## src/hw/noc_pkg.sv

```systemverilog
package noc_pkg;

    localparam int NUM_PORTS = 5;
    localparam int PORT_W = $clog2(NUM_PORTS);

    typedef enum logic [PORT_W-1:0] {
        PORT_LOCAL = 3'd0,
        PORT_NORTH = 3'd1,
        PORT_EAST  = 3'd2,
        PORT_SOUTH = 3'd3,
        PORT_WEST  = 3'd4
    } port_e;

    localparam int MESH_X = 4;
    localparam int MESH_Y = 4;
    // One coordinate width covers both axes of the mesh.
    localparam int COORD_W = $clog2((MESH_X > MESH_Y) ? MESH_X : MESH_Y);

    localparam int FLIT_W = 16;
    localparam int LEN_W = 3; // Body flits after the head, so 1 to 8 flits per packet.

    // Head flit layout, with dest_x in the low bits.
    typedef struct packed {
        logic [FLIT_W-LEN_W-2*COORD_W-1:0] rsvd;
        logic [LEN_W-1:0]                  len;
        logic [COORD_W-1:0]                dest_y;
        logic [COORD_W-1:0]                dest_x;
    } head_t;

    typedef struct packed {
        logic [FLIT_W-1:0] data;
    } flit_t;

    // Request from one input toward the output arbiters.
    typedef struct packed {
        logic [NUM_PORTS-1:0] sel;  // One-hot output request.
        logic                 last; // Flit at the FIFO head ends its packet.
    } route_t;

endpackage

```

## src/hw/flit_fifo.sv

```systemverilog
`timescale 1ns/1ps

module flit_fifo #(
    parameter int FIFO_DEPTH = 4
) (
    input  logic           clk,
    input  logic           rst_n,
    input  noc_pkg::flit_t wr_flit,
    input  logic           wr_valid,
    output logic           wr_ready,
    output noc_pkg::flit_t rd_flit,
    output logic           rd_valid,
    input  logic           rd_pop
);
    import noc_pkg::*;

    localparam int PTR_W = (FIFO_DEPTH > 1) ? $clog2(FIFO_DEPTH) : 1;
    localparam int CNT_W = $clog2(FIFO_DEPTH + 1);

    flit_t            mem [FIFO_DEPTH];
    logic [PTR_W-1:0] rd_ptr;
    logic [PTR_W-1:0] wr_ptr;
    logic [CNT_W-1:0] count;
    logic             full;
    logic             do_wr;
    logic             do_rd;

    function automatic logic [PTR_W-1:0] next_ptr(input logic [PTR_W-1:0] ptr);
        if (ptr == PTR_W'(FIFO_DEPTH - 1)) begin
            return '0;
        end
        return ptr + 1'b1;
    endfunction

    assign full     = (count == CNT_W'(FIFO_DEPTH));
    assign rd_valid = (count != '0);
    assign rd_flit  = mem[rd_ptr];
    assign do_rd    = rd_pop && rd_valid;
    assign wr_ready = !full || do_rd; // A pop frees a slot in the same cycle.
    assign do_wr    = wr_valid && wr_ready;

    always_ff @(posedge clk) begin
        if (do_wr) begin
            mem[wr_ptr] <= wr_flit;
        end
    end

    always_ff @(posedge clk or negedge rst_n) begin
        if (!rst_n) begin
            rd_ptr <= '0;
            wr_ptr <= '0;
            count  <= '0;
        end else begin
            if (do_wr) begin
                wr_ptr <= next_ptr(wr_ptr);
            end
            if (do_rd) begin
                rd_ptr <= next_ptr(rd_ptr);
            end
            case ({do_wr, do_rd})
                2'b10:   count <= count + 1'b1;
                2'b01:   count <= count - 1'b1;
                default: count <= count;
            endcase
        end
    end

endmodule

```

## src/hw/route_compute.sv

```systemverilog
`timescale 1ns/1ps

module route_compute #(
    parameter int ROUTER_X = 1,
    parameter int ROUTER_Y = 1
) (
    input  logic                          clk,
    input  logic                          rst_n,
    input  noc_pkg::flit_t                head_flit,
    input  logic                          head_valid,
    input  logic [noc_pkg::NUM_PORTS-1:0] served,
    output noc_pkg::route_t               route,
    output logic                          pop
);
    import noc_pkg::*;

    head_t            head;
    port_e            head_dir;
    port_e            cur_dir;
    port_e            dir_q;
    logic             busy;
    logic [LEN_W-1:0] left_q;

    // Only meaningful while idle, when the FIFO head is a head flit.
    assign head = head_t'(head_flit);

    // XY routing, X dimension first.
    always_comb begin
        if (head.dest_x > COORD_W'(ROUTER_X)) begin
            head_dir = PORT_EAST;
        end else if (head.dest_x < COORD_W'(ROUTER_X)) begin
            head_dir = PORT_WEST;
        end else if (head.dest_y > COORD_W'(ROUTER_Y)) begin
            head_dir = PORT_NORTH;
        end else if (head.dest_y < COORD_W'(ROUTER_Y)) begin
            head_dir = PORT_SOUTH;
        end else begin
            head_dir = PORT_LOCAL;
        end
    end

    assign cur_dir = busy ? dir_q : head_dir;

    // Request the output only while a flit is waiting.
    assign route.sel  = head_valid ? (NUM_PORTS'(1) << cur_dir) : '0;
    assign route.last = busy ? (left_q == LEN_W'(1)) : (head.len == '0);

    // At most one arbiter can serve this input in a cycle.
    assign pop = |served;

    // left_q counts the body flits still in the FIFO path, current one included.
    always_ff @(posedge clk or negedge rst_n) begin
        if (!rst_n) begin
            busy   <= 1'b0;
            dir_q  <= PORT_LOCAL;
            left_q <= '0;
        end else if (pop) begin
            if (!busy) begin
                busy   <= (head.len != '0); // Single-flit packets never leave idle.
                dir_q  <= head_dir;
                left_q <= head.len;
            end else begin
                busy   <= (left_q != LEN_W'(1));
                left_q <= left_q - 1'b1;
            end
        end
    end

endmodule

```

## src/hw/output_arbiter.sv

```systemverilog
`timescale 1ns/1ps

module output_arbiter (
    input  logic                          clk,
    input  logic                          rst_n,
    input  logic [noc_pkg::NUM_PORTS-1:0] req,
    input  logic [noc_pkg::NUM_PORTS-1:0] last,
    input  noc_pkg::flit_t                in_flit [noc_pkg::NUM_PORTS],
    output noc_pkg::flit_t                out_flit,
    output logic                          out_valid,
    input  logic                          out_ready,
    output logic [noc_pkg::NUM_PORTS-1:0] served
);
    import noc_pkg::*;

    logic [PORT_W-1:0]      grant_q;
    logic [PORT_W-1:0]      next_grant;
    logic [PORT_W-1:0]      step;
    logic [PORT_W:0]        grant_sum;
    logic [2*NUM_PORTS-1:0] rotated;
    logic                   locked;
    logic                   accept;

    // Rotate so that bit 0 is the previous winner.
    assign rotated = {req, req} >> grant_q;

    // Nearest requester after the previous winner.
    // The previous winner is picked again only when nobody else asks.
    always_comb begin
        step = '0;
        for (int i = NUM_PORTS - 1; i > 0; i--) begin
            if (rotated[i]) begin
                step = PORT_W'(i);
            end
        end
    end

    assign grant_sum  = {1'b0, grant_q} + {1'b0, step};
    assign next_grant = (grant_sum >= (PORT_W + 1)'(NUM_PORTS)) ?
                        PORT_W'(grant_sum - (PORT_W + 1)'(NUM_PORTS)) :
                        PORT_W'(grant_sum);

    // Flit multiplexer, steered by the locked grant.
    assign out_flit  = in_flit[grant_q];
    assign out_valid = locked && req[grant_q];
    assign accept    = out_valid && out_ready;
    assign served    = accept ? (NUM_PORTS'(1) << grant_q) : '0;

    always_ff @(posedge clk or negedge rst_n) begin
        if (!rst_n) begin
            grant_q <= '0;
            locked  <= 1'b0;
        end else if (!locked) begin
            if (|req) begin
                grant_q <= next_grant;
                locked  <= 1'b1;
            end
        end else if (accept && last[grant_q]) begin
            locked <= 1'b0; // Packet is done, arbitrate again next cycle.
        end
    end

endmodule

```

## src/hw/noc_router.sv

```systemverilog
`timescale 1ns/1ps

module noc_router #(
    parameter int FIFO_DEPTH = 4,
    parameter int ROUTER_X   = 1,
    parameter int ROUTER_Y   = 1
) (
    input  logic                          clk,
    input  logic                          rst_n,
    input  noc_pkg::flit_t                in_flit [noc_pkg::NUM_PORTS],
    input  logic [noc_pkg::NUM_PORTS-1:0] in_valid,
    output logic [noc_pkg::NUM_PORTS-1:0] in_ready,
    output noc_pkg::flit_t                out_flit [noc_pkg::NUM_PORTS],
    output logic [noc_pkg::NUM_PORTS-1:0] out_valid,
    input  logic [noc_pkg::NUM_PORTS-1:0] out_ready
);
    import noc_pkg::*;

    flit_t                head_flit [NUM_PORTS];
    logic [NUM_PORTS-1:0] head_valid;
    logic [NUM_PORTS-1:0] pop;
    route_t               route [NUM_PORTS];
    logic [NUM_PORTS-1:0] last_vec;

    // Arbiter side, indexed by output with one bit per input.
    logic [NUM_PORTS-1:0] arb_req [NUM_PORTS];
    logic [NUM_PORTS-1:0] arb_served [NUM_PORTS];

    // Route unit side, indexed by input with one bit per output.
    logic [NUM_PORTS-1:0] unit_served [NUM_PORTS];

    for (genvar i = 0; i < NUM_PORTS; i++) begin : g_input
        flit_fifo #(
            .FIFO_DEPTH(FIFO_DEPTH)
        ) fifo_inst (
            .clk      (clk),
            .rst_n    (rst_n),
            .wr_flit  (in_flit[i]),
            .wr_valid (in_valid[i]),
            .wr_ready (in_ready[i]),
            .rd_flit  (head_flit[i]),
            .rd_valid (head_valid[i]),
            .rd_pop   (pop[i])
        );

        route_compute #(
            .ROUTER_X(ROUTER_X),
            .ROUTER_Y(ROUTER_Y)
        ) route_inst (
            .clk        (clk),
            .rst_n      (rst_n),
            .head_flit  (head_flit[i]),
            .head_valid (head_valid[i]),
            .served     (unit_served[i]),
            .route      (route[i]),
            .pop        (pop[i])
        );

        assign last_vec[i] = route[i].last;

        for (genvar j = 0; j < NUM_PORTS; j++) begin : g_xpose
            assign arb_req[j][i]     = route[i].sel[j];
            assign unit_served[i][j] = arb_served[j][i];
        end
    end

    for (genvar j = 0; j < NUM_PORTS; j++) begin : g_output
        output_arbiter arb_inst (
            .clk       (clk),
            .rst_n     (rst_n),
            .req       (arb_req[j]),
            .last      (last_vec),
            .in_flit   (head_flit),
            .out_flit  (out_flit[j]),
            .out_valid (out_valid[j]),
            .out_ready (out_ready[j]),
            .served    (arb_served[j])
        );
    end

endmodule

```

## config.mk

```make
export PLATFORM = sky130hd
export DESIGN_NAME = noc_router
export DESIGN_NICKNAME = d
export VERILOG_FILES = /design/src/hw/noc_pkg.sv /design/src/hw/flit_fifo.sv /design/src/hw/route_compute.sv /design/src/hw/output_arbiter.sv /design/src/hw/noc_router.sv
export SDC_FILE = /design/constraint.sdc
export NUM_CORES = 1
export LEC_CHECK = 0
export BUFFER_PORTS_ARGS = -buffer_cell sky130_fd_sc_hd__buf_2
export CAP_MARGIN = 20
export CORE_MARGIN = 4
export CORE_UTILIZATION = 60
export DETAILED_ROUTE_END_ITERATION = 8
export PLACE_DENSITY = 0.8
export SYNTH_ARGS = -nofsm -noshare
export SYNTH_HDL_FRONTEND = slang
export SYNTH_HIERARCHICAL = 1
export SYNTH_SLANG_ARGS = --single-unit
```

## constraint.sdc

```tcl
create_clock -name clk -period 10.45 [get_ports clk]
set_clock_uncertainty 0.1 [all_clocks]
set_input_delay 1.045 -clock clk [delete_from_list [all_inputs] [get_ports clk]]
set_output_delay 1.045 -clock clk [all_outputs]
set_load 0.02 [all_outputs]
```

==> results of run 1 <==
[stage by stage]
| stage | cells | area (um2) | setup slack [ps] | hold WS, ps |
|---|---|---|---|---|
| 5_1_grt | 2524 | 26800 | 3160 | 389 |
| 3_3_place_gp | 2435 | 25300 | 4090 | 376 |
| 2_1_floorplan | 1807 | 24200 | 4940 | 360 |
| 3_5_place_dp | 2437 | 25300 | 3960 | 384 |
| 6_report | 2524 | 26800 | 3430 | 380 |
| 4_1_cts | 2517 | 26700 | 3330 | 365 |
[logic make-up after synthesis]
group	Yosys count	share of synthesized area
AND/OR/NAND/NOR	447	0.108
flip-flops	410	0.489
XOR/XNOR	13	0.00470
buffers and inverters	273	0.0575
AO/OA/AOI/OAI	327	0.0981
adder cells (fa/ha/maj)	70	0.0392
multiplexers	267	0.203
[where the power goes]
part           switching (mW)  internal (mW)  total [mW]  leakage [nW]
Clock                   0.669          0.870        1.54         0.692
Sequential              0.268           2.16        2.43          4.01
Combinational            3.19           1.98        5.18          5.32
Total                    4.13           5.02        9.15          10.0
[synthesized netlist by cell type, types with 26 or more instances]
| cell type | count | area [um2] |
|---|---|---|
| edfxtp_1 | 320 | 9610 |
| buf_2 | 30 | 150 |
| nand3_1 | 43 | 215 |
| buf_4 | 27 | 203 |
| dfrtp_1 | 90 | 2250 |
| nor2_1 | 32 | 120 |
| inv_1 | 170 | 638 |
| mux4_2 | 152 | 3420 |
| mux2i_1 | 51 | 510 |
| ha_1 | 60 | 751 |
| nand2_1 | 147 | 552 |
| o21ai_0 | 117 | 586 |
| a21oi_1 | 26 | 130 |
[critical path, delay by kind of cell (launching register included)]
| family | cells | cell delay, ps |
|---|---|---|
| buffers and inverters | 3 | 720 |
| flip-flops | 1 | 650 |
| multiplexers | 3 | 1200 |
| AO/OA/AOI/OAI | 1 | 530 |
| AND/OR/NAND/NOR | 7 | 2180 |
[metal layers]
layer / GRT usage / vias up / share of wire
met5: 0 / - / 0.00092
met4: 0.114 / 10 / 0.045
met3: 0.0734 / 204 / 0.11
met2: 0.485 / 1102 / 0.48
met1: 0.415 / 8443 / 0.36
li1: - / 7263 / -
[layout by cell type, fill, tap and decap left out, types with 9 or more instances in the layout]
cell         n
a21o_1      10
a21oi_1     26
a31oi_1     20
and3_1      23
and3b_1     12
buf_2      181
buf_4       27
clkbuf_16   44
dfrtp_1     85
edfxtp_1   320
fa_1        10
ha_1        60
inv_1      170
mux2_2      22
mux2_4      15
mux2i_1     51
mux2i_2     14
mux4_2     152
nand2_1    147
nand2b_1    16
nand3_1     43
nand3b_1    19
nor2_1      32
nor2b_1     21
nor3_1      25
nor3b_1     15
nor4_1       9
nor4b_1      9
o2111ai_1   16
o211ai_1    22
o21a_1      10
o21ai_0    117
o22ai_1     10
o31ai_1     10
or2_2       11
xor2_1      10
[final timing paths]
| kind | from | to | cells after the start |
|---|---|---|---|
| worst max register to register | g_input[2].fifo_inst/rd_ptr[0] | g_input[1].fifo_inst/count[2] | 17 |
| worst max-delay path | g_input[2].fifo_inst/rd_ptr[0] | in_ready[3] | 14 |
| worst min-delay path | rst_n | g_input[1].fifo_inst/wr_ptr[1] | 1 |
| max in group asynchronous | rst_n | g_output[1].arb_inst/grant_q[0] | 2 |
| worst min register to register | g_input[0].route_inst/dir_q[1] | g_input[0].route_inst/dir_q[1] | 2 |
| min in group clk | g_input[0].route_inst/dir_q[1] | g_input[0].route_inst/dir_q[1] | 2 |
[cell type report]
| type | count | area [um2] | area share |
|---|---|---|---|
| well taps | 525 | 657 | 0.0245 |
| clock inverters | 25 | 238 | 0.00887 |
| repair buffers | 212 | 1200 | 0.0446 |
| multi-input cells | 1124 | 11000 | 0.410 |
| inverters | 170 | 638 | 0.0238 |
| flip-flops and latches | 410 | 11900 | 0.443 |
| clock buffers | 55 | 1190 | 0.0445 |
| diodes | 3 | 7.51 | 0.000280 |
[registers in the layout (all words and copies together), names as in the netlist]
register	cells
g_output.arb_inst/locked	5
g_input.fifo_inst/wr_ptr	10
g_output.arb_inst/grant_q	15
g_input.route_inst/dir_q	15
g_input.fifo_inst/rd_ptr	10
g_input.fifo_inst/mem	320
g_input.fifo_inst/count	15
g_input.route_inst/busy	5
g_input.route_inst/left_q	15
==> results.ini, run 1 <==
[setup_path]
rrSetupSlack_ps = 3940
critPathRequiredTime_ps = 9310
critPathSlowestCell = dfrtp_1
slowest_delay_ps = 650
cp-end-kind = output pin
crit_arrival_ps = 5870
start_kind = flip-flop
worst-setup-path-type = reg2out
critPathMaxFanout = 10
path_common_cell = nor3_1
path_cells = buf_4, mux4_2, nor2b_1, o41ai_2, nor3_1, mux2_4, mux2i_4, nor3_1, and3_1, or4_4, nor2_8, inv_1, or4b_4, buf_2

[sta]
drv_slew = 0
finalCriticalPeriod_ps = 7020
fin_tns_setup_ps = 0
rsz0062_at_grt = no
finalCritPeriodShare = 0.672
tightest_slew_ps = 1280
max_slew_margin = 0.135
finalHoldViolCount = 0
final-setup-viol-count = 0
fmax_mhz = 142

[pwr]
power_density_nw_per_um2 = 341
p_leak_nw = 10.0
vdd_drop_max_v = 0.000277
finalPower_mw = 9.15

[die]
die_h_um = 209
initial_core_util = 0.609
rows = 73
io_pins = 182
die_area_um2 = 43700
core_area_um2 = 39800
die_w_um = 209

[drt]
drtIter0Drc = 2381
wire_per_inst_um = 26.8
ant_nets = 0
wl_um = 67700
first_pass_iters = 7
viasPerCell = 6.74
drcViolationCount = 0
vias = 17000

[cells_and_area]
fin_nets = 2123
drive_gt1_frac = 0.289
area.growth.synth_to_final_pct = 10.5
final_util = 0.673
nFillCells = 2707

[synth]
synth-edff-count = 320
syn_area_um2 = 24200
syn-mean-instance-area_um2 = 13.4
ys_seq_elements = 410
synthDistinctLibCells = 79
yosysWarningCount = 6
seq_area_frac_synth = 0.489
syn_inst = 1807
synthFlopType = edfxtp_1
syn_nets = 1969
ys_async_sr_fraction = 0.220

[clocking]
cts_sinks = 410
cts_buffer_depth = 3
clockRootBuffer = clkbuf_16
post_cts_buffers = 0
cts.htree.levels = 2
cts_tree = built
clk-insertion-delay-late_ps = 590
ctsHoldBuffers = 0
cts_buffers = 43
post_cts_resized = 0
clk_pin_slew_ps = 60

[placement]
hpwl_um = 46900
numPortBuffers = 181
place_congestion = 0.990

[global_route]
grt_pass1_wl_um = 103000
grt_antenna_before_repair = 8
grt_max_degree = 55
grt_usage = 0.305
grt_overflow_total = 0
grt_pass1_vias = 16700

[min_path]
hold_class = in2async

[run]
cap_violations = 0

[run_status]
status = completed

Note: power is estimated with default switching activity, not from simulation.
==> run 2, diff against run 1 <==
--- a/config.mk
+++ b/config.mk
@@ -8,9 +8,9 @@
 export BUFFER_PORTS_ARGS = -buffer_cell sky130_fd_sc_hd__buf_2
 export CAP_MARGIN = 20
 export CORE_MARGIN = 4
-export CORE_UTILIZATION = 60
+export CORE_UTILIZATION = 55
 export DETAILED_ROUTE_END_ITERATION = 8
-export PLACE_DENSITY = 0.8
+export PLACE_DENSITY = 0.77
 export SYNTH_ARGS = -nofsm -noshare
 export SYNTH_HDL_FRONTEND = slang
 export SYNTH_HIERARCHICAL = 1
==> constraint.sdc (replaced) <==
create_clock -name clk -period 5.7 [get_ports clk]
set_clock_uncertainty 0.1 [all_clocks]
set_input_delay 0.57 -clock clk [delete_from_list [all_inputs] [get_ports clk]]
set_output_delay 0.57 -clock clk [all_outputs]
set_load 0.02 [all_outputs]
==> run 2 against run 1 <==
Effect of this change:
- sequential power grew 86%
- wire length grew 1.6%
- clock power grew 77%
- cell count grew 5.5%
- via count grew 2.4%
- first-iteration DRC count grew 2.0%
- worst hold slack lost 270 ps
- largest power group unchanged
- highest routed layer is now met4
==> results.ini, run 2 (synthesized netlist as in run 1, its figures left out) <==
[drt]
wl_met2_um = 32300  ; about the same
viasPerCell = 6.55  ; was 6.74
drcViolationCount = 0  ; unchanged
met3WireLength_um = 7940  ; was 7550 um
wire_per_inst_um = 25.8  ; was 26.8 um
top_layer_used = met4  ; was met5
first_pass_iters = 9  ; was 7
vias = 17400  ; was 17,000
wl_met1_um = 25000  ; was 24,700 um
drtIter0Drc = 2428  ; was 2,381
ant_nets = 0  ; unchanged
wl_um = 68800  ; was 67,700 um

[cells_and_area]
top_register = g_input.fifo_inst/mem  ; unchanged
fin_nets = 2206  ; was 2,123
largest_register_ffs = 320  ; unchanged
layout_common_cells = edfxtp_1 (320), buf_2 (179), inv_1 (169), mux4_2 (152), nand2_1 (147)  ; was edfxtp_1 (320), buf_2 (181), inv_1 (170), mux4_2 (152), nand2_1 (147)
drive_gt1_frac = 0.327  ; was 0.289
area.growth.synth_to_final_pct = 13.6  ; was 10.5%
n_antenna_cell = 0  ; was 3
fin_area_um2 = 27500  ; was 26,800 um2
nFillCells = 3118  ; was 2,707
mostFrequentLayoutCell = edfxtp_1  ; unchanged

[placement]
place_congestion = 0.955  ; was 0.990
place_ws_ps = 309  ; was 3960 ps
numPortBuffers = 181  ; unchanged
hpwl_um = 48300  ; was 46,900 um
placed_area_um2 = 25700  ; was 25,300 um2

[pwr]
power_density_nw_per_um2 = 623  ; was 341 nW/um2
p_leak_nw = 10.4  ; was 10.0 nW
vdd_drop_max_v = 0.000565  ; was 0.000277 V

[die]
die_h_um = 218  ; was 209 um
rows = 76  ; was 73
die_w_um = 218  ; was 209 um
io_pins = 182  ; unchanged
die_area_um2 = 47500  ; was 43,700 um2
core_area_um2 = 43400  ; was 39,800 um2
initial_core_util = 0.559  ; was 0.609

[setup_path]
worst_r2r_path_depth = 15  ; was 17
r2r_start = g_input[2].fifo_inst/rd_ptr[0]  ; unchanged
reg2reg_to = g_input[3].fifo_inst/mem[1][10]  ; was g_input[1].fifo_inst/count[2]
crit_arrival_ps = 5010  ; was 5870 ps
rrSetupSlack_ps = 310  ; was 3940 ps
critPathBufInv = 3  ; unchanged
critPathMaxFanout = 6  ; was 10
critPathRequiredTime_ps = 5030  ; was 9310 ps
path_cells = mux4_2, nor2b_4, o41ai_4, nor4b_2, buf_4, mux2_4, mux2i_4, nor3_4, and2_4, or4_4, nor2_8, clkinvlp_4, or4b_4, buf_4  ; was buf_4, mux4_2, nor2b_1, o41ai_2, nor3_1, mux2_4, mux2i_4, nor3_1, and3_1, or4_4, nor2_8, inv_1, or4b_4, buf_2
critPathSlowestCell = or4_4  ; was dfrtp_1
worst-setup-path-type = reg2out  ; unchanged
slowest_delay_ps = 580  ; was 650 ps
start_kind = flip-flop  ; unchanged
path_common_cell = buf_4  ; was nor3_1
cp-end-kind = output pin  ; unchanged
critPathTopFamily = simple AND/OR/NAND/NOR gates  ; unchanged

[clocking]
cts_tree = built  ; unchanged
cts_sinks = 410  ; unchanged
clockRootBuffer = clkbuf_16  ; unchanged
cts_buffer_depth = 3  ; unchanged
cts.htree.levels = 2  ; unchanged
clk_pin_slew_ps = 60  ; about the same
cts_buffers = 43  ; unchanged
clk-insertion-delay-late_ps = 580  ; was 590 ps

[sta]
max_slew_margin = 0.215  ; was 0.135
fmax_mhz = 176
rsz0062_at_grt = yes  ; was no
final-setup-viol-count = 0  ; unchanged
finalCriticalPeriod_ps = 5680
tightest_slew_ps = 1180  ; was 1280 ps
setup_ws_ps = 22.8  ; was 3430 ps
finalCritPeriodShare = 0.996
finalHoldViolCount = 0  ; unchanged
drv_slew = 0  ; unchanged

[global_route]
grt_pass1_vias = 17100  ; was 16,700
grt_pass1_wl_um = 102000  ; was 103,000 um
grt_max_degree = 63  ; was 55
grt_antenna_before_repair = 0  ; was 8
grt_usage = 0.284  ; was 0.305
grt_overflow_total = 0  ; unchanged

[run]
cap_violations = 0  ; unchanged

[min_path]
hold_class = in2reg  ; was in2async
hold_start = in_flit[3]
min_to = g_input[4].fifo_inst/mem[1][3]
min_delay_path_depth = 1

[run_status]
status = completed  ; unchanged

run 2: changes by cell type in the layout (fill, tap and decap cells not counted), sizes merged:
cell,delta
clkinvlp,+2
buf,+82
inv,-2
bufinv,-1
dlygate4sd3,+1
diode,-3
clkbuf,-1
clkinv,+1
run 2: power by group:
part | leakage (nW) | internal (mW) | switching (mW)
registers | 4.00 | 3.97 | 0.549
logic | 5.76 | 4.02 | 5.91
clock network | 0.659 | 1.53 | 1.20
total | 10.4 | 9.51 | 7.66
run 2: worst max-delay path by stage:
| stage | startpoint | to | slack [ps] | cells past startpoint |
|---|---|---|---|---|
| 2_1_floorplan | g_input[2].fifo_inst/rd_ptr[0] | g_input[3].fifo_inst/mem[0][0] | 560 | 16 |
| 3_3_place_gp | g_input[1].fifo_inst/rd_ptr[0] | in_ready[0] | 480 | 14 |
| 3_5_place_dp | g_input[3].fifo_inst/rd_ptr[0] | g_output[2].arb_inst/grant_q[0] | 310 | 18 |
| 4_1_cts | g_input[0].fifo_inst/rd_ptr[0] | in_ready[0] | 1 | 15 |
| 5_1_grt | g_input[2].fifo_inst/rd_ptr[0] | in_ready[0] | -90 | 16 |
| 6_report | g_input[2].fifo_inst/rd_ptr[0] | in_ready[0] | 20 | 14 |
run 2: worst register-to-register path, stage by stage, from the launching register on:
cell,delay (ps)
dfrtp_2,440
mux4_2,570
nor2b_4,160
o41ai_4,540
nor4b_2,110
buf_4,170
mux2_4,290
mux2i_4,210
nor3_4,90
and3_4,240
or4_4,580
nor2_8,170
inv_1,100
or4b_4,580
buf_4,170
and3_1,470
run 2: per-layer routing:
layer,vias up,track usage
met5,-,0
met4,0,0.124
met3,236,0.0660
met2,1203,0.447
met1,8566,0.381
li1,7430,-
run 2: repair_timing:
| action | in CTS | in global routing |
|---|---|---|
| endpoints found under the setup margin | 3 | 3 |
| pin swaps | 1 | 19 |
| resized for setup | 15 | 26 |
| cloned | 0 | 0 |
| hold buffers | 1 | 0 |
| buffers inserted | 5 | 37 |
| hold endpoints to repair | 28 | 0 |
run 2: final cells by class:
cell class	count	area [um2]	area share
Sequential cell	410	11900	0.431
Multi-Input combinational cell	1124	11200	0.405
Clock inverter	25	189	0.00686
Clock buffer	54	1180	0.0428
Inverter	170	642	0.0233
Tap cell	585	732	0.0266
Timing Repair Buffer	295	1780	0.0646
run 2: through the flow:
stage	TNS (ps)	power [mW]	cells	util	hold slack, ps
floorplan	0	11.0	1807	-	174
global placement	0	13.4	2539	0.592	377
detailed placement	0	13.8	2541	0.592	386
CTS	0	16.6	2626	0.626	86.4
global route	-182	18.1	2663	0.635	103
finish	0	17.2	2663	0.635	110
